===== src/oc_pkg.sv =====
package oc_pkg;

    localparam int LANE_W    = 32;
    localparam int NUM_BANKS = 4;
    localparam int NUM_CU    = 4;
    localparam int WARP_W    = 3;               // eight warps
    localparam int REG_W     = 3;               // eight regs per warp
    localparam int ROW_W     = 4;
    localparam int BANK_W    = $clog2(NUM_BANKS);
    localparam int SLOTS     = NUM_CU * 2;      // two sources per unit

    typedef enum logic [1:0] {
        op_alu,
        op_load,
        op_store
    } op_t;

    typedef enum logic [1:0] {
        cu_free,
        cu_collect,
        cu_ready
    } cu_state_t;

    // consecutive regs of a warp land in different banks,
    // and the warp number skews the start bank
    function automatic logic [BANK_W-1:0] bank_of(input logic [WARP_W-1:0] warp,
                                                  input logic [REG_W-1:0] rnum);
        logic [REG_W-1:0] sum;
        sum = rnum + warp;
        return sum[BANK_W-1:0];                 // modulo 4
    endfunction

    function automatic logic [ROW_W-1:0] row_of(input logic [WARP_W-1:0] warp,
                                                input logic [REG_W-1:0] rnum);
        return {warp, rnum[REG_W-1]};
    endfunction

endpackage


===== src/dispatch_unit.sv =====
module dispatch_unit #(
    parameter int NUM_LANES = 4
) (
    input  logic clk,
    input  logic rst,

    input  logic [oc_pkg::NUM_CU-1:0] cu_ready,
    input  oc_pkg::op_t [oc_pkg::NUM_CU-1:0] cu_op,
    input  logic [oc_pkg::NUM_CU-1:0][oc_pkg::WARP_W-1:0] cu_warp,
    input  logic [oc_pkg::NUM_CU-1:0][oc_pkg::REG_W-1:0] cu_dst,
    input  logic [oc_pkg::NUM_CU-1:0][NUM_LANES*oc_pkg::LANE_W-1:0] cu_src1_data,
    input  logic [oc_pkg::NUM_CU-1:0][NUM_LANES*oc_pkg::LANE_W-1:0] cu_src2_data,
    output logic [oc_pkg::NUM_CU-1:0] cu_release,

    output logic alu_valid,
    output logic [oc_pkg::WARP_W-1:0] alu_warp,
    output logic [oc_pkg::REG_W-1:0] alu_dst,
    output logic [NUM_LANES*oc_pkg::LANE_W-1:0] alu_src1,
    output logic [NUM_LANES*oc_pkg::LANE_W-1:0] alu_src2,

    output logic mem_valid,
    output oc_pkg::op_t mem_op,
    output logic [oc_pkg::WARP_W-1:0] mem_warp,
    output logic [oc_pkg::REG_W-1:0] mem_dst,
    output logic [NUM_LANES*oc_pkg::LANE_W-1:0] mem_src1,
    output logic [NUM_LANES*oc_pkg::LANE_W-1:0] mem_src2
);

    localparam int CU_W = $clog2(oc_pkg::NUM_CU);

    logic [CU_W-1:0] alu_ptr, mem_ptr;          // rotating priority start
    logic [CU_W-1:0] alu_sel, mem_sel;
    logic [CU_W-1:0] a_idx, m_idx;
    logic alu_hit, mem_hit;

    always_comb begin
        alu_hit    = 1'b0;
        mem_hit    = 1'b0;
        alu_sel    = '0;
        mem_sel    = '0;
        a_idx      = '0;
        m_idx      = '0;
        cu_release = '0;
        for (int i = 0; i < oc_pkg::NUM_CU; i++) begin
            a_idx = alu_ptr + CU_W'(i);             // wraps since NUM_CU is a power of two
            m_idx = mem_ptr + CU_W'(i);
            if (!alu_hit && cu_ready[a_idx] && cu_op[a_idx] == oc_pkg::op_alu) begin
                alu_hit = 1'b1;
                alu_sel = a_idx;
            end
            if (!mem_hit && cu_ready[m_idx] && cu_op[m_idx] != oc_pkg::op_alu) begin
                mem_hit = 1'b1;
                mem_sel = m_idx;
            end
        end
        if (alu_hit)
            cu_release[alu_sel] = 1'b1;
        if (mem_hit)
            cu_release[mem_sel] = 1'b1;
    end

    always_ff @(posedge clk) begin
        if (rst) begin
            alu_valid <= 1'b0;
            mem_valid <= 1'b0;
            alu_ptr   <= '0;
            mem_ptr   <= '0;
        end else begin
            alu_valid <= alu_hit;
            mem_valid <= mem_hit;
            if (alu_hit)
                alu_ptr <= alu_sel + 1'b1;          // winner goes to the back
            if (mem_hit)
                mem_ptr <= mem_sel + 1'b1;
        end
    end

    always_ff @(posedge clk) begin
        if (alu_hit) begin
            alu_warp <= cu_warp[alu_sel];
            alu_dst  <= cu_dst[alu_sel];
            alu_src1 <= cu_src1_data[alu_sel];
            alu_src2 <= cu_src2_data[alu_sel];
        end
        if (mem_hit) begin
            mem_op   <= cu_op[mem_sel];             // load or store
            mem_warp <= cu_warp[mem_sel];
            mem_dst  <= cu_dst[mem_sel];
            mem_src1 <= cu_src1_data[mem_sel];
            mem_src2 <= cu_src2_data[mem_sel];
        end
    end

endmodule


===== config.mk =====
export PLATFORM = sky130hd
export DESIGN_NAME = dispatch_unit
export DESIGN_NICKNAME = d
export VERILOG_FILES = /design/src/oc_pkg.sv /design/src/dispatch_unit.sv
export SDC_FILE = /design/constraint.sdc
export NUM_CORES = 2
export LEC_CHECK = 0
export ABC_AREA = 0
export BUFFER_PORTS_ARGS = -buffer_cell sky130_fd_sc_hd__buf_2
export CORE_AREA = 5 5 617 619
export CTS_BUF_LIST = sky130_fd_sc_hd__clkbuf_4
export DETAILED_ROUTE_END_ITERATION = 8
export DIE_AREA = 0 0 622 624
export SETUP_SLACK_MARGIN = 0.15
export SYNTH_ARGS = -nofsm -noshare
export SYNTH_HDL_FRONTEND = slang
export SYNTH_SLANG_ARGS = --single-unit

===== constraint.sdc =====
create_clock -name clk -period 25.9 [get_ports clk]
set_clock_uncertainty 0.15 [all_clocks]
set_input_delay 1.295 -clock clk [delete_from_list [all_inputs] [get_ports clk]]
set_output_delay 1.295 -clock clk [all_outputs]
set_load 0.005 [all_outputs]

==> flow_metrics.tcl <==
set metrics [dict create \
    setup_violations 0 \
    path_depth 11 \
    synth_edf_count 526 \
    clkSlewWorstSetupHoldPaths_ns 0.06 \
    core_area_sq_um 374000 \
    tritoncts "built" \
    power_per_cell_area_nw_per_um2 65.9 \
    final_hold_viol_count 0 \
    power.ir.vdd_worst_mv 0.0347 \
    worstHoldPathType "in -> reg" \
    busiest_layer "met2" \
    ant_nets 0 \
    result_of_the_run "finished, final reports clean" \
    drc_errors_left 0 \
    min_delay_worst_endpoint "alu_src1[91]" \
    critPathLaunchType "flip-flop" \
    critical_path_peak_fanout 71 \
    grt_first_pass_wirelength_mm 432 \
    sw_frac_of_total 0.395 \
    post_cts_resize_count 0 \
    floorplan.die.height_microns 624 \
    worst_ep_arrival_time_ns 7.23 \
    cts-root-to-sink-buffers 4 \
    die_width_microns 622 \
    design.portCount 1594 \
    cp_top_delay_family "buffers and inverters" \
    period_share 0.245 \
    cts_post_setup_buffers_inserted 0 \
    reg2reg_slack_ns 19.54 \
    count_of_fill_cells_added_during_filler_insertion 42500 \
    worst-path-buf-inv 6 \
    ys_async_sr_fraction 0 \
    areaGrowthSynthToFinish_pct 61.2 \
    nets 5531 \
    max_cap_violations 0 \
    use_met2 0.299 \
    cts_inserted_buffers 190 \
    post_synth_inst_count 2353 \
    p_int_mw 2.16 \
    worst_ep_required_time_ns 26.77 \
    rsz0062_at_grt "false" \
    clock_power_share 0.280 \
    critPathMaxStageDelay_ns 0.90 \
    htreeDepth 4 \
    power.share.combinational 0.382 \
    pwr-share-seq 0.338 \
    grt_max_degree 121 \
    floorplan.initialDensity 0.0897 \
    clkSinkCount 532 \
    utilization_of_the_core_after_routing 0.145 \
    fp-row-count 225 \
    place.gp.congestion 0.925 \
    r2r_cells 11 \
    vias 33400 \
    synth.largest_area_cell "sky130_fd_sc_hd__mux2i_1" \
    die_area_sq_um 388000 \
    syn-mean-instance-area_sq_um 14.3 \
    setup.worst_path.class "reg -> reg" \
    synth_top_cells_by_area "sky130_fd_sc_hd__mux2i_1 (47%), sky130_fd_sc_hd__edfxtp_1 (47%), sky130_fd_sc_hd__buf_2 (1.6%)" \
    synth_seq_area_share 0.474 \
    cellLeakagePower_nw 27.7 \
    syn_nets 3415 \
    via_count_of_the_first_global_routing_pass 32400 \
    min-delay-start "cu_src1_data[219]" \
    ys.warnings.count 0 \
    antenna_violations_before_repair 487 \
    dp_hpwl_mm 317 \
    grtUsageMet1 0.178 \
    cpMaxStageDelayCell "sky130_fd_sc_hd__buf_4" \
    worstPathCellList "nor4bb_1, o21ai_1, nand3_4, buf_12, buf_4, buf_4, buf_4, mux2i_1, dlygate4sd3_1, mux2i_1, dlygate4sd3_1" \
    hold_depth 3 \
    drive_above_1_share 0.418 \
    minimum_period_implied_by_the_final_worst_setup_slack_ns 6.36 \
    remaining_overflow_grt 0 \
    track_usage 0.178 \
    critical_path.reg2reg.startpoint "alu_ptr[1]" \
    synthFlopType "sky130_fd_sc_hd__edfxtp_1" \
    place.port_buffers 1593 \
    worst_margin_slew_ns 1.19 \
    netSwitchingPower_mw 1.41 \
    avgViaCountPerCell 3.43 \
    clk_latency_ns 1.30 \
    slew_viol_final 0 \
    setup-tns-final_ns 0 \
    maxSlewHeadroom 0.204 \
    yosys.cell_types.count 40 \
    r2r_end "alu_src1[22]" \
    post-synth-top-area-fraction 0.471 \
    worst_setup_path_end_kind "flip-flop" \
    mappedNetlistArea_sq_um 33600 \
    cts_root_buf "sky130_fd_sc_hd__clkbuf_4" \
    drtIter0Drc 2538 \
    finalWirelength_mm 362 \
    maxClockFrequency_ghz 0.157 \
    route.detailed.wl_per_inst_microns 37.2 \
    crit_top_cell "sky130_fd_sc_hd__buf_4" \
    met3_track_utilization_from_global_routing 0.118 \
    drt_first_pass_iters 5 \
    synth-seq-cells 532 \
]
-- flip-flops by register name, indices dropped and copies added (netlist names), 3 cells and up --
signal / count
alu_src2: 128
alu_warp: 3
mem_src2: 128
mem_src1: 128
mem_warp: 3
mem_dst: 3
alu_dst: 3
alu_src1: 128
-- worst min-delay path: cells and delay by family --
kind	cells	cell delay [ns]
mux	2	0.18
buf+inv	1	0.10
-- per-stage QoR --
step | total power, mW | cells | setup slack (ns) | cell area [sq um] | hold WS (ns)
global placement | 2.50 | 8804 | 19.21 | 46800 | 0.358
finish | 3.57 | 9746 | 19.54 | 54100 | 0.267
detailed placement | 2.50 | 8804 | 19.21 | 46800 | 0.361
floorplan | 1.78 | 2353 | 13.53 | 33600 | 0.337
CTS | 3.68 | 9585 | 19.72 | 53700 | 0.000134
global route | 3.78 | 9664 | 19.40 | 53900 | 0.0724
-- worst max-delay path by stage --
stage,slack (ns),start,to
2_1_floorplan,13.53,cu_ready[1],cu_release[0]
3_3_place_gp,19.21,cu_ready[1],alu_src2[114]
3_5_place_dp,19.21,cu_ready[1],alu_src2[112]
4_1_cts,19.72,mem_ptr[1],mem_src1[40]
5_1_grt,19.40,alu_ptr[1],alu_src1[22]
6_report,19.54,alu_ptr[1],alu_src1[22]
-- logic make-up after synthesis --
group,count (synthesis),synth area share
muxes,1579,0.471
and+or+nand+nor,35,0.00637
xor gates and xnor gates,1,0.000261
AOI/OAI and AO/OA,24,0.00514
DFF,532,0.474
buffers and inverters,182,0.0434
-- cell usage in the layout (no fill, tap or decap), types with 2 or more instances in the layout --
| cell | count |
|---|---|
| sky130_fd_sc_hd__nand4_1 | 4 |
| sky130_fd_sc_hd__dfxtp_1 | 6 |
| sky130_fd_sc_hd__inv_2 | 2 |
| sky130_fd_sc_hd__inv_6 | 2 |
| sky130_fd_sc_hd__buf_2 | 1593 |
| sky130_fd_sc_hd__nor2_1 | 5 |
| sky130_fd_sc_hd__o22ai_1 | 2 |
| sky130_fd_sc_hd__clkinvlp_4 | 2 |
| sky130_fd_sc_hd__nand2_1 | 2 |
| sky130_fd_sc_hd__clkinv_2 | 6 |
| sky130_fd_sc_hd__buf_12 | 7 |
| sky130_fd_sc_hd__nor3_1 | 5 |
| sky130_fd_sc_hd__nand3_1 | 3 |
| sky130_fd_sc_hd__o21ai_0 | 3 |
| sky130_fd_sc_hd__buf_4 | 36 |
| sky130_fd_sc_hd__edfxtp_1 | 526 |
| sky130_fd_sc_hd__diode_2 | 161 |
| sky130_fd_sc_hd__mux2i_1 | 1579 |
| sky130_fd_sc_hd__clkinv_1 | 38 |
| sky130_fd_sc_hd__dlygate4sd3_1 | 467 |
| sky130_fd_sc_hd__o21ai_1 | 6 |
| sky130_fd_sc_hd__clkbuf_4 | 260 |
| sky130_fd_sc_hd__or3b_1 | 4 |
| sky130_fd_sc_hd__nor2b_1 | 2 |
| sky130_fd_sc_hd__a22o_1 | 2 |
| sky130_fd_sc_hd__bufinv_16 | 2 |
| sky130_fd_sc_hd__inv_1 | 3 |
| sky130_fd_sc_hd__and3_1 | 2 |
| sky130_fd_sc_hd__nor4bb_1 | 2 |
-- power by group through the flow --
stage                     Clock [mW]  Combinational [mW]  Sequential, mW
final                           1.00                1.36            1.21
after global routing            1.10                1.45            1.22
after CTS                       1.07                1.40            1.21
after detailed placement           0                1.27            1.22
after global placement             0                1.27            1.22
after floorplan                    0               0.523            1.25
-- cell usage after synthesis (all sizes together) (3+ instances only) --
| library cell | instances |
|---|---|
| buf | 169 |
| clkbuf | 10 |
| dfxtp | 6 |
| edfxtp | 526 |
| inv | 3 |
| mux2i | 1579 |
| nand3 | 4 |
| nand4 | 4 |
| nor2 | 5 |
| nor3 | 5 |
| o21ai | 10 |
| or3b | 4 |
-- metal layers --
layer  up-vias  wire (microns)
li1      13700               -
met1     15800          122000
met2      2402          168000
met3      1146           53900
met4       262           16700
met5         -            1820
-- layout make-up --
type,count,area [sq um],area share
diodes,161,403,0.00744
inverters,3,11.3,0.000208
well taps,4994,6250,0.115
flip-flops and latches,532,15900,0.294
repair buffers,2103,13100,0.241
multi-input cells,1639,16200,0.300
clock inverters,54,298,0.00550
clock buffers,260,1950,0.0361
-- repair_timing --
item	4_1_cts	5_1_grt
endpoints found under the setup margin	0	0
hold buffers	467	0
hold endpoints to repair	191	0
No activity file was read; power rests on OpenSTA's default activity.
